==> src/source/decode_defs.svh <==
// decode stage widths and fixed constants
`ifndef DECODE_DEFS_SVH
`define DECODE_DEFS_SVH

`define WORD_W      32
`define REG_ADDR_W  5
`define IMM_W       16
`define JADDR_W     26
`define SHAMT_W     5

// hazard timing
`define T_W         3
`define TUSE_INF    7

// link register and return address
`define LINK_REG    31
`define LINK_OFFSET 8

`endif

==> src/source/isaPkg.sv <==
// MIPS instruction encoding types: symbols, function groups and field vectors
`default_nettype none
`include "decode_defs.svh"

package isaPkg;

    // fixed codes, the golden vectors rely on them
    typedef enum logic [5:0] {
        NOP    = 6'd0,  ADD    = 6'd1,  SUB    = 6'd2,  ADDU   = 6'd3,
        SUBU   = 6'd4,  AND    = 6'd5,  OR     = 6'd6,  XOR    = 6'd7,
        NOR    = 6'd8,  SLT    = 6'd9,  SLTU   = 6'd10, SLL    = 6'd11,
        SRL    = 6'd12, SRA    = 6'd13, SLLV   = 6'd14, SRLV   = 6'd15,
        SRAV   = 6'd16, ADDI   = 6'd17, ADDIU  = 6'd18, ANDI   = 6'd19,
        ORI    = 6'd20, XORI   = 6'd21, LUI    = 6'd22, SLTI   = 6'd23,
        SLTIU  = 6'd24, LW     = 6'd25, LH     = 6'd26, LHU    = 6'd27,
        LB     = 6'd28, LBU    = 6'd29, SW     = 6'd30, SH     = 6'd31,
        SB     = 6'd32, BEQ    = 6'd33, BNE    = 6'd34, BLEZ   = 6'd35,
        BGTZ   = 6'd36, BGEZ   = 6'd37, BLTZ   = 6'd38, BGEZAL = 6'd39,
        BLTZAL = 6'd40, J      = 6'd41, JAL    = 6'd42, JR     = 6'd43,
        JALR   = 6'd44, MOVZ   = 6'd45, MOVN   = 6'd46
    } instrT;

    // OTHER is zero so that a bubble decodes as NOP in OTHER
    typedef enum logic [2:0] {
        OTHER  = 3'd0,
        ALU_R  = 3'd1,
        ALU_I  = 3'd2,
        MEM_R  = 3'd3,
        MEM_W  = 3'd4,
        BRANCH = 3'd5,
        JUMP   = 3'd6
    } groupT;

    // raw instruction fields
    typedef logic [5:0]             opcodeT;
    typedef logic [5:0]             functT;
    typedef logic [`IMM_W-1:0]      immT;
    typedef logic [`JADDR_W-1:0]    jaddrT;
    typedef logic [`SHAMT_W-1:0]    shamtT;

endpackage

`default_nettype wire

==> src/source/pipePkg.sv <==
// pipeline data types: data word, register index and hazard time
`default_nettype none
`include "decode_defs.svh"

package pipePkg;

    // register file data and pc
    typedef logic [`WORD_W-1:0]     wordT;

    // GRF index, 0 is the hardwired zero register
    typedef logic [`REG_ADDR_W-1:0] regAddrT;

    // Tuse / Tnew in cycles, all ones means never used
    typedef logic [`T_W-1:0]        tcountT;

endpackage

`default_nettype wire

==> src/source/branchResolve.sv <==
// operand forwarding from E and M, branch and conditional move comparison
`timescale 1ns/10ps
`default_nettype none
`include "decode_defs.svh"

module branchResolve (
    input  isaPkg::instrT    instr,
    input  pipePkg::regAddrT rsAddr,
    input  pipePkg::regAddrT rtAddr,
    input  pipePkg::wordT    dataRs,
    input  pipePkg::wordT    dataRt,
    input  logic             regWEnE,
    input  pipePkg::regAddrT regWAddrE,
    input  pipePkg::wordT    regWDataE,
    input  logic             regWEnM,
    input  pipePkg::regAddrT regWAddrM,
    input  pipePkg::wordT    regWDataM,
    output pipePkg::wordT    rsUse,
    output pipePkg::wordT    rtUse,
    output logic             cmp
);
    import isaPkg::*;
    import pipePkg::*;

    // younger producer wins, $0 never forwards
    function automatic wordT forward(input regAddrT addr, input wordT grf);
        if (regWEnE && (regWAddrE == addr) && (regWAddrE != '0))
            return regWDataE;
        else if (regWEnM && (regWAddrM == addr) && (regWAddrM != '0))
            return regWDataM;
        return grf;
    endfunction

    always_comb begin
        rsUse = forward(rsAddr, dataRs);
        rtUse = forward(rtAddr, dataRt);
    end

    always_comb begin
        case (instr)
            BEQ:            cmp = (rsUse == rtUse);
            BNE:            cmp = (rsUse != rtUse);
            BGEZ, BGEZAL:   cmp = !rsUse[`WORD_W-1];
            BLTZ, BLTZAL:   cmp = rsUse[`WORD_W-1];
            BGTZ:           cmp = !rsUse[`WORD_W-1] && (rsUse != '0);
            BLEZ:           cmp = rsUse[`WORD_W-1] || (rsUse == '0);
            MOVZ:           cmp = (rtUse == '0);
            MOVN:           cmp = (rtUse != '0);
            default:        cmp = 1'b0;
        endcase
    end

endmodule

`default_nettype wire

==> src/source/decodeStage.sv <==
// MIPS decode stage with forwarding, branch compare and the D/E pipeline register
`timescale 1ns/10ps
`default_nettype none

module decodeStage (
    input  logic             clk,
    input  logic             reset,
    input  logic             stall,
    input  logic             clear,
    input  pipePkg::wordT    code,
    input  pipePkg::wordT    pc,
    input  pipePkg::wordT    dataRs,
    input  pipePkg::wordT    dataRt,
    input  logic             regWEnM,
    input  pipePkg::regAddrT regWAddrM,
    input  pipePkg::wordT    regWDataM,
    output isaPkg::instrT    instrD,
    output pipePkg::regAddrT rsAddrD,
    output pipePkg::regAddrT rtAddrD,
    output pipePkg::tcountT  tuseRsD,
    output pipePkg::tcountT  tuseRtD,
    output pipePkg::tcountT  tnewD,
    output logic             cmpD,
    output isaPkg::jaddrT    jumpAddrD,
    output pipePkg::wordT    jumpRegD,
    output isaPkg::instrT    instrE,
    output isaPkg::groupT    groupE,
    output pipePkg::wordT    pcE,
    output logic             reservedE,
    output pipePkg::regAddrT rsAddrE,
    output pipePkg::regAddrT rtAddrE,
    output pipePkg::regAddrT rdAddrE,
    output pipePkg::wordT    dataRsE,
    output pipePkg::wordT    dataRtE,
    output pipePkg::wordT    extImmE,
    output pipePkg::wordT    extShamtE,
    output logic             regWEnE,
    output pipePkg::regAddrT regWAddrE,
    output pipePkg::wordT    regWDataE,
    output logic             regWValidE,
    output pipePkg::tcountT  tnewE
);
    import isaPkg::*;
    import pipePkg::*;

    groupT   groupD;
    logic    reservedD;
    regAddrT rdAddrD;
    shamtT   shamtD;
    immT     immD;
    wordT    rsUseD;
    wordT    extImmD;
    wordT    extShamtD;
    logic    regWEnD;
    regAddrT regWAddrD;
    wordT    regWDataD;
    logic    regWValidD;
    tcountT  tnewNext;

    instrDecoder u_decoder (
        .code(code), .rsAddr(rsAddrD), .rtAddr(rtAddrD), .rdAddr(rdAddrD),
        .shamt(shamtD), .imm(immD), .jumpAddr(jumpAddrD), .instr(instrD),
        .group(groupD), .reserved(reservedD),
        .tuseRs(tuseRsD), .tuseRt(tuseRtD), .tnew(tnewD)
    );

    // E-stage write comes straight from our own register
    branchResolve u_resolve (
        .instr(instrD), .rsAddr(rsAddrD), .rtAddr(rtAddrD),
        .dataRs(dataRs), .dataRt(dataRt),
        .regWEnE(regWEnE), .regWAddrE(regWAddrE), .regWDataE(regWDataE),
        .regWEnM(regWEnM), .regWAddrM(regWAddrM), .regWDataM(regWDataM),
        .rsUse(rsUseD), .rtUse(), .cmp(cmpD)
    );

    writePlan u_plan (
        .instr(instrD), .group(groupD), .imm(immD), .shamt(shamtD),
        .rtAddr(rtAddrD), .rdAddr(rdAddrD), .cmp(cmpD), .rsUse(rsUseD), .pc(pc),
        .extImm(extImmD), .extShamt(extShamtD), .regWEn(regWEnD),
        .regWAddr(regWAddrD), .regWData(regWDataD), .regWValid(regWValidD)
    );

    assign jumpRegD = rsUseD;

    // one cycle spent in D, saturate at zero
    assign tnewNext = (tnewD != '0) ? tcountT'(tnewD - 1'b1) : '0;

    // stall holds and wins over clear
    always_ff @(posedge clk) begin
        if (reset || (clear && !stall)) begin
            instrE     <= NOP;
            groupE     <= OTHER;
            pcE        <= '0;
            reservedE  <= 1'b0;
            rsAddrE    <= '0;
            rtAddrE    <= '0;
            rdAddrE    <= '0;
            dataRsE    <= '0;
            dataRtE    <= '0;
            extImmE    <= '0;
            extShamtE  <= '0;
            regWEnE    <= 1'b0;
            regWAddrE  <= '0;
            regWDataE  <= '0;
            regWValidE <= 1'b0;
            tnewE      <= '0;
        end else if (!stall) begin
            instrE     <= instrD;
            groupE     <= groupD;
            pcE        <= pc;
            reservedE  <= reservedD;
            rsAddrE    <= rsAddrD;
            rtAddrE    <= rtAddrD;
            rdAddrE    <= rdAddrD;
            // E re-forwards on its own, keep raw GRF values
            dataRsE    <= dataRs;
            dataRtE    <= dataRt;
            extImmE    <= extImmD;
            extShamtE  <= extShamtD;
            regWEnE    <= regWEnD;
            regWAddrE  <= regWAddrD;
            regWDataE  <= regWDataD;
            regWValidE <= regWValidD;
            tnewE      <= tnewNext;
        end
    end

endmodule

`default_nettype wire

==> src/source/instrDecoder.sv <==
// instruction decoder: field split, symbol and group lookup, reserved flag, Tuse and Tnew
`timescale 1ns/10ps
`default_nettype none
`include "decode_defs.svh"

module instrDecoder (
    input  pipePkg::wordT    code,
    output pipePkg::regAddrT rsAddr,
    output pipePkg::regAddrT rtAddr,
    output pipePkg::regAddrT rdAddr,
    output isaPkg::shamtT    shamt,
    output isaPkg::immT      imm,
    output isaPkg::jaddrT    jumpAddr,
    output isaPkg::instrT    instr,
    output isaPkg::groupT    group,
    output logic             reserved,
    output pipePkg::tcountT  tuseRs,
    output pipePkg::tcountT  tuseRt,
    output pipePkg::tcountT  tnew
);
    import isaPkg::*;
    import pipePkg::*;

    localparam tcountT TInf = tcountT'(`TUSE_INF);

    opcodeT opcode;
    functT  funct;
    instrT  rType;
    instrT  regimm;
    instrT  opType;

    assign opcode   = code[31:26];
    assign rsAddr   = code[25:21];
    assign rtAddr   = code[20:16];
    assign rdAddr   = code[15:11];
    assign shamt    = code[10:6];
    assign funct    = code[5:0];
    assign imm      = code[`IMM_W-1:0];
    assign jumpAddr = code[`JADDR_W-1:0];

    // special opcode, keyed by funct
    always_comb begin
        case (funct)
            6'b100000: rType = ADD;
            6'b100010: rType = SUB;
            6'b100001: rType = ADDU;
            6'b100011: rType = SUBU;
            6'b100100: rType = AND;
            6'b100101: rType = OR;
            6'b100110: rType = XOR;
            6'b100111: rType = NOR;
            6'b101010: rType = SLT;
            6'b101011: rType = SLTU;
            6'b000000: rType = SLL;
            6'b000010: rType = SRL;
            6'b000011: rType = SRA;
            6'b000100: rType = SLLV;
            6'b000110: rType = SRLV;
            6'b000111: rType = SRAV;
            6'b001000: rType = JR;
            6'b001001: rType = JALR;
            6'b001010: rType = MOVZ;
            6'b001011: rType = MOVN;
            default:   rType = NOP;
        endcase
    end

    // regimm branches pick the condition through rt
    always_comb begin
        case (rtAddr)
            5'b00000: regimm = BLTZ;
            5'b00001: regimm = BGEZ;
            5'b10000: regimm = BLTZAL;
            5'b10001: regimm = BGEZAL;
            default:  regimm = NOP;
        endcase
    end

    always_comb begin
        case (opcode)
            6'b001000: opType = ADDI;
            6'b001001: opType = ADDIU;
            6'b001100: opType = ANDI;
            6'b001101: opType = ORI;
            6'b001110: opType = XORI;
            6'b001111: opType = LUI;
            6'b001010: opType = SLTI;
            6'b001011: opType = SLTIU;
            6'b100011: opType = LW;
            6'b100001: opType = LH;
            6'b100101: opType = LHU;
            6'b100000: opType = LB;
            6'b100100: opType = LBU;
            6'b101011: opType = SW;
            6'b101001: opType = SH;
            6'b101000: opType = SB;
            6'b000100: opType = BEQ;
            6'b000101: opType = BNE;
            6'b000110: opType = BLEZ;
            6'b000111: opType = BGTZ;
            6'b000010: opType = J;
            6'b000011: opType = JAL;
            default:   opType = NOP;
        endcase
    end

    // all-zero word is the canonical nop, not sll
    always_comb begin
        if (code == '0)
            instr = NOP;
        else if (opcode == 6'b000000)
            instr = rType;
        else if (opcode == 6'b000001)
            instr = regimm;
        else
            instr = opType;
    end

    assign reserved = (code != '0) && (instr == NOP);

    always_comb begin
        case (instr)
            ADD, SUB, ADDU, SUBU, AND, OR, XOR, NOR, SLT, SLTU,
            SLL, SRL, SRA, SLLV, SRLV, SRAV:               group = ALU_R;
            ADDI, ADDIU, ANDI, ORI, XORI, LUI, SLTI, SLTIU: group = ALU_I;
            LW, LH, LHU, LB, LBU:                          group = MEM_R;
            SW, SH, SB:                                    group = MEM_W;
            BEQ, BNE, BLEZ, BGTZ, BGEZ, BLTZ, BGEZAL, BLTZAL: group = BRANCH;
            J, JAL, JR, JALR:                              group = JUMP;
            default:                                       group = OTHER;
        endcase
    end

    // hazard timing, nop and unknown words use nothing and produce nothing
    always_comb begin
        tuseRs = TInf;
        tuseRt = TInf;
        tnew   = '0;
        if (instr == MOVZ || instr == MOVN) begin
            tuseRs = 3'd0;
            tuseRt = 3'd0;
            tnew   = 3'd1;
        end else begin
            case (group)
                ALU_R: begin
                    tuseRs = (instr == SLL || instr == SRL || instr == SRA) ? TInf : 3'd1;
                    tuseRt = 3'd1;
                    tnew   = 3'd2;
                end
                ALU_I: begin
                    tuseRs = (instr == LUI) ? TInf : 3'd1;
                    tnew   = (instr == LUI) ? 3'd1 : 3'd2;
                end
                MEM_R: begin
                    tuseRs = 3'd1;
                    tnew   = (instr == LW) ? 3'd3 : 3'd5;
                end
                MEM_W: begin
                    tuseRs = 3'd1;
                    tuseRt = 3'd2;
                end
                BRANCH: begin
                    tuseRs = 3'd0;
                    tuseRt = (instr == BEQ || instr == BNE) ? 3'd0 : TInf;
                end
                JUMP: begin
                    tuseRs = (instr == JR || instr == JALR) ? 3'd0 : TInf;
                    tnew   = (instr == JAL || instr == JALR) ? 3'd1 : 3'd0;
                end
                default: ;
            endcase
        end
    end

endmodule

`default_nettype wire

==> src/source/writePlan.sv <==
// immediate extension and register write plan for the decoded instruction
`timescale 1ns/10ps
`default_nettype none
`include "decode_defs.svh"

module writePlan (
    input  isaPkg::instrT    instr,
    input  isaPkg::groupT    group,
    input  isaPkg::immT      imm,
    input  isaPkg::shamtT    shamt,
    input  pipePkg::regAddrT rtAddr,
    input  pipePkg::regAddrT rdAddr,
    input  logic             cmp,
    input  pipePkg::wordT    rsUse,
    input  pipePkg::wordT    pc,
    output pipePkg::wordT    extImm,
    output pipePkg::wordT    extShamt,
    output logic             regWEn,
    output pipePkg::regAddrT regWAddr,
    output pipePkg::wordT    regWData,
    output logic             regWValid
);
    import isaPkg::*;
    import pipePkg::*;

    localparam regAddrT LinkReg = regAddrT'(`LINK_REG);

    wordT signExt;
    wordT zeroExt;
    wordT luiExt;
    logic isLink;

    assign signExt  = {{(`WORD_W - `IMM_W){imm[`IMM_W-1]}}, imm};
    assign zeroExt  = {{(`WORD_W - `IMM_W){1'b0}}, imm};
    assign luiExt   = {imm, {(`WORD_W - `IMM_W){1'b0}}};
    assign extShamt = {{(`WORD_W - `SHAMT_W){1'b0}}, shamt};

    // logical immediates zero-extend
    always_comb begin
        case (instr)
            LUI:            extImm = luiExt;
            ANDI, ORI, XORI: extImm = zeroExt;
            default:        extImm = signExt;
        endcase
    end

    assign isLink = (instr == JAL) || (instr == JALR) || (instr == BGEZAL) || (instr == BLTZAL);

    always_comb begin
        regWEn   = 1'b0;
        regWAddr = '0;
        if (instr == BGEZAL || instr == BLTZAL) begin
            // link only when taken
            regWEn   = cmp;
            regWAddr = cmp ? LinkReg : '0;
        end else if (instr == MOVZ || instr == MOVN) begin
            regWEn   = cmp;
            regWAddr = cmp ? rdAddr : '0;
        end else if (instr == JAL) begin
            regWEn   = 1'b1;
            regWAddr = LinkReg;
        end else if (group == ALU_R || instr == JALR) begin
            regWEn   = 1'b1;
            regWAddr = rdAddr;
        end else if (group == ALU_I || group == MEM_R) begin
            regWEn   = 1'b1;
            regWAddr = rtAddr;
        end
    end

    // data already known in D, ready for forwarding from E
    assign regWData  = (instr == MOVZ || instr == MOVN) ? rsUse :
                       isLink                           ? pc + `LINK_OFFSET :
                       (instr == LUI)                   ? luiExt :
                                                          '0;
    assign regWValid = (instr == JAL) || (instr == LUI) || (instr == MOVZ) || (instr == MOVN);

endmodule

`default_nettype wire

==> config.mk <==
export PLATFORM = sky130hd
export DESIGN_NAME = decodeStage
export DESIGN_NICKNAME = d
export VERILOG_FILES = /design/src/source/isaPkg.sv /design/src/source/pipePkg.sv /design/src/source/branchResolve.sv /design/src/source/decodeStage.sv /design/src/source/instrDecoder.sv /design/src/source/writePlan.sv
export VERILOG_INCLUDE_DIRS = /design/src /design/src/source
export SDC_FILE = /design/constraint.sdc
export NUM_CORES = 1
export LEC_CHECK = 0
export BUFFER_PORTS_ARGS = -buffer_cell sky130_fd_sc_hd__buf_2
export CAP_MARGIN = 20
export CORE_AREA = 5 5 207 189
export CTS_CLUSTER_DIAMETER = 100
export DETAILED_ROUTE_END_ITERATION = 12
export DIE_AREA = 0 0 212 194
export GPL_TIMING_DRIVEN = 0
export PLACE_DENSITY_LB_ADDON = 0.15
export SLEW_MARGIN = 20
export SYNTH_ARGS = -nofsm -noshare
export SYNTH_HDL_FRONTEND = slang
export SYNTH_HIERARCHICAL = 1
export SYNTH_SLANG_ARGS = --single-unit
==> constraint.sdc <==
create_clock -name clk -period 9.8 [get_ports clk]
set_input_delay 1.96 -clock clk [delete_from_list [all_inputs] [get_ports clk]]
set_output_delay 1.96 -clock clk [all_outputs]
set_load 0.01 [all_outputs]
==> impl_metrics.csv <==
group,metric,value,unit
run_status,status,"finished, final reports clean",
finish,n_fill_cell,3701,
logic_synthesis,synthesis.area,0.0144,mm2
detailed_routing,drt.antenna.violating_nets,0,
pwr,power_leakage,8.53,nW
cts,cts_made_buffers,26,
cts,clockRootBuffer,"clkbuf_16",
logic_synthesis,dominantRegCellSynth,"dfxtp_1",
logic_synthesis,ys.warnings.count,6,
worst_setup_path,largest_stage_delay_worst_path,0.91,ns
timing,maximum_frequency_from_static_timing_analysis,116,MHz
cts,clk_pin_slew_worst_paths,0.06,ns
finish,ff_latch_area,0.00454,mm2
pwr,power.ir.vdd_worst,0.000113,V
detailed_routing,wl_per_cell,24.4,um
logic_synthesis,synth.lib_cells_used.distinct,87,
timing,slew_viol_final,0,
timing,rsz0062_at_grt,"false",
place,io_buffers,476,
cts,ctsHtreeMaxLevel,1,
worst_setup_path,critical-path-slowest-cell,"a31oi_1",
global_route,grt_antenna_before_repair,6,
finish,final_cell_mix,"529 x buf_2, 265 x nor2_1, 230 x mux2i_1",
worst_setup_path,combined_buffer_and_inverter_count_along_the_critical_path,3,
worst_setup_path,ordered_cell_list_for_the_critical_path,"buf_2, or4_1, o21ai_1, clkbuf_1, o31ai_1, a31oi_1, xnor2_1, nand4_1, nor4_1, nand2_1, mux2i_1, a41o_1, buf_2",
min_path,min-delay-start,"tnewE[1]",
min_path,hold_path_end,"tnewE[1]",
detailed_routing,vias_per_cell,5.64,
worst_setup_path,cp_max_fo,10,
timing,final_setup_skew,0.00900,ns
die,initial_core_util,39.2,%
timing,finalWorstPathRequiredPeriod,8.59,ns
die,die_width,212,um
pwr,switching_power,0.000839,W
finish,area_of_combinational_cells_with_multiple_inputs,0.00855,mm2
worst_setup_path,r2r_start,"regWAddrE[1]",
die,fp_rows,67,
die,chipHeight,194,um
pwr,power.share.sequential,37.6,%
finish,layout_cell_share_with_drive_strength_beyond_1,31.8,%
timing,worstMarginPinSlew,1.17,ns
worst_setup_path,worst_r2r_path_depth,17,
global_route,grt_util_all_layers,30.8,%
finish,final_util,50.0,%
detailed_routing,drc,0,
worst_setup_path,timing.critical_path.max_delay_family,"compound AO/OA/AOI/OAI gates",
detailed_routing,initialDrtViolationCount,1659,
cts,post-cts-setup-buffer-count,0,
flow_run,drv_cap,0,
logic_synthesis,synth_cells,1733,
timing,finalSetupTns,0,ns
worst_setup_path,r2r_end,"regWAddrE[0]",
logic_synthesis,yosysSeqAreaShare,31.5,%
cts,clock_tree.buffer_depth,3,
logic_synthesis,synth_top_cell_by_area,"dfxtp_1",
worst_setup_path,crit_type,"in2out",
timing,finalCritPeriodShare,87.7,%
logic_synthesis,yosys_register_bits,227,
die,die_ar,0.0411,mm2
cts,tritoncts,"yes",
finish,layout.nets,2448,
global_route,grt_first_pass_wirelength,97500,um
logic_synthesis,synth_async_sr_flop_share,0,%
timing,slew_headroom,21.7,%
pwr,cell_internal_pwr,0.00179,W
place,gp_congestion,1.04,
logic_synthesis,synth.top_cell.area_share,31.5,%
logic_synthesis,synthTopCellsByArea,"dfxtp_1 31%, mux2i_1 16%, nor2_1 6.9%",
finish,area.growth.synth_to_final,27.5,%
min_path,timing.hold.worst.class,"reg2reg",
worst_setup_path,end_kind,"output port",
pwr,power_density_relative_to_cell_area,143,mW/mm2
worst_setup_path,timing.critical_path.required,7.84,ns
cts,clock_latency,0.56,ns
detailed_routing,first_drt_pass_iteration_count,5,
global_route,grt.overflow.total,0,
timing,hold_viol_final,0,
worst_setup_path,cp.arrival,6.63,ns
pwr,share_comb_of_total_power,24.4,%
global_route,first_global_vias,14900,
pwr,share_clk_of_total_power,38.0,%
timing,final_setup_violation_count,0,
worst_setup_path,critPathLaunchType,"primary input",
logic_synthesis,synth_area_per_cell,8.33,um2
detailed_routing,wl,67500,um
cts,number_of_buffers_added_to_fix_hold_violations_after_cts,0,
die,core_area,0.0368,mm2
detailed_routing,num_vias,15600,
worst_setup_path,critPathMostFrequentCell,"buf_2",
cts,ctsResizeCount,0,
place,hpwlAfterDp,55000,um
min_path,min_delay_path_depth,2,
die,top_level_ports,481,
pwr,swShare,31.9,%
finish,mostFrequentLayoutCell,"buf_2",
global_route,grt_max_degree,21,
worst_setup_path,setup.reg_to_reg.worst_slack,4.50,ns
cts,cts.sinks,227,
logic_synthesis,synth_edf_count,0,
## per-stage QoR
stage / cell area, um2 / hold WS (ns) / power [W] / setup WS (ns) / instances
3_5_place_dp: 17500 / 0.469 / 0.00164 / 1.40 / 2718
5_1_grt: 18400 / 0.499 / 0.00273 / 1.17 / 2765
3_3_place_gp: 17500 / 0.469 / 0.00163 / 1.37 / 2718
4_1_cts: 18400 / 0.485 / 0.00263 / 1.39 / 2764
6_report: 18400 / 0.484 / 0.00263 / 1.21 / 2768
2_1_floorplan: 14500 / 0.494 / 0.00138 / 2.53 / 1759
## cell type report
class	count	share of cell area, %
clock buffers	36	4.06
repair buffers	476	12.9
inverters	26	0.571
multi-input cells	1274	46.4
plain buffers	232	7.31
clock inverters	10	0.632
well taps	483	3.28
flip-flops and latches	227	24.7
diodes	4	0.0544
## Yosys cell counts (4+ instances only)
cell type  count
a211oi_1       5
a21o_1         4
a21oi_1       12
a221o_1        6
a22o_1         4
a22oi_1        5
a31o_2         6
a31oi_1       67
and2_1         5
and3_1         7
buf_1          9
buf_2         53
buf_4        101
buf_6          4
clkbuf_1      65
dfxtp_1      227
ha_1          15
inv_1         22
mux2i_1      230
nand2_1       88
nand2b_1       7
nand3_1       14
nand3b_1       4
nand4_1       82
nor2_1       265
nor2b_1       25
nor3_1        78
nor3_2         4
nor4_1        28
o211ai_1      12
o211ai_2       5
o21ai_0       25
o21ai_1        4
o221ai_1       4
o31ai_1       67
or2_2          4
or3_1         15
xnor2_1       67
xor2_1        19
## kinds of logic (layout without fill, tap and decap cells)
kind of cell    after synthesis  after routing  synth area share (%)
compound gates              256            256                  13.2
xor+xnor                     86             86                  5.22
other cells                   1             31                0.0260
mux                         232            232                  16.1
simple gates                658            658                  22.6
buf+inv                     258            780                  10.1
flops                       227            227                  31.5
fa+ha+maj                    15             15                  1.30
## metal layers
metal | vias up | track usage [%] | part of all wire, %
met5 | - | 0 | 0.031
met4 | 4 | 8.06 | 2.8
met3 | 133 | 7.01 | 9.9
met2 | 820 | 47.0 | 43
met1 | 7471 | 44.0 | 44
li1 | 7187 | - | -
## worst max-delay path by stage
stage / start / endpoint / slack [ns] / depth (start not counted)
floorplan: code[27] / tuseRsD[2] / 2.53 / 15
global placement: regWAddrM[0] / cmpD / 1.37 / 13
detailed placement: regWAddrM[0] / cmpD / 1.40 / 13
CTS: regWAddrM[0] / cmpD / 1.39 / 13
global route: regWAddrM[0] / cmpD / 1.17 / 13
finish: regWAddrM[0] / cmpD / 1.21 / 13
## power by group through the flow
stage / sequential [W] / clock, W / combinational, W
floorplan: 0.00102 / 0 / 0.000354
global placement: 0.00101 / 0 / 0.000628
detailed placement: 0.00101 / 0 / 0.000628
CTS: 0.000988 / 0.00102 / 0.000631
global route: 0.000993 / 0.00105 / 0.000683
finish: 0.000988 / 0.000998 / 0.000642
## state kept, by name, summed over array words and instances, names as in the netlist
name / cells
regWEnE: 1
pcE: 32
dataRsE: 32
reservedE: 1
groupE: 3
extShamtE: 32
regWValidE: 1
instrE: 6
regWAddrE: 5
rtAddrE: 5
regWDataE: 32
rsAddrE: 5
extImmE: 32
tnewE: 3
dataRtE: 32
rdAddrE: 5
## worst register-to-register path: stages, from the launching register on
cell and delay [ns]:
dfxtp_1 0.38, or4_4 0.57, o211ai_2 0.35, or2_1 0.16
buf_2 0.17, buf_2 0.29, a31oi_1 0.34, nor4_1 0.81
nand4_1 0.27, or3b_1 0.40, a311oi_1 0.27, a41o_1 0.13
a41o_1 0.18, nor2_1 0.08, a221oi_2 0.43, a221o_1 0.24
mux2i_1 0.06, nor2_1 0.09
(Power assumes the default switching activity.)
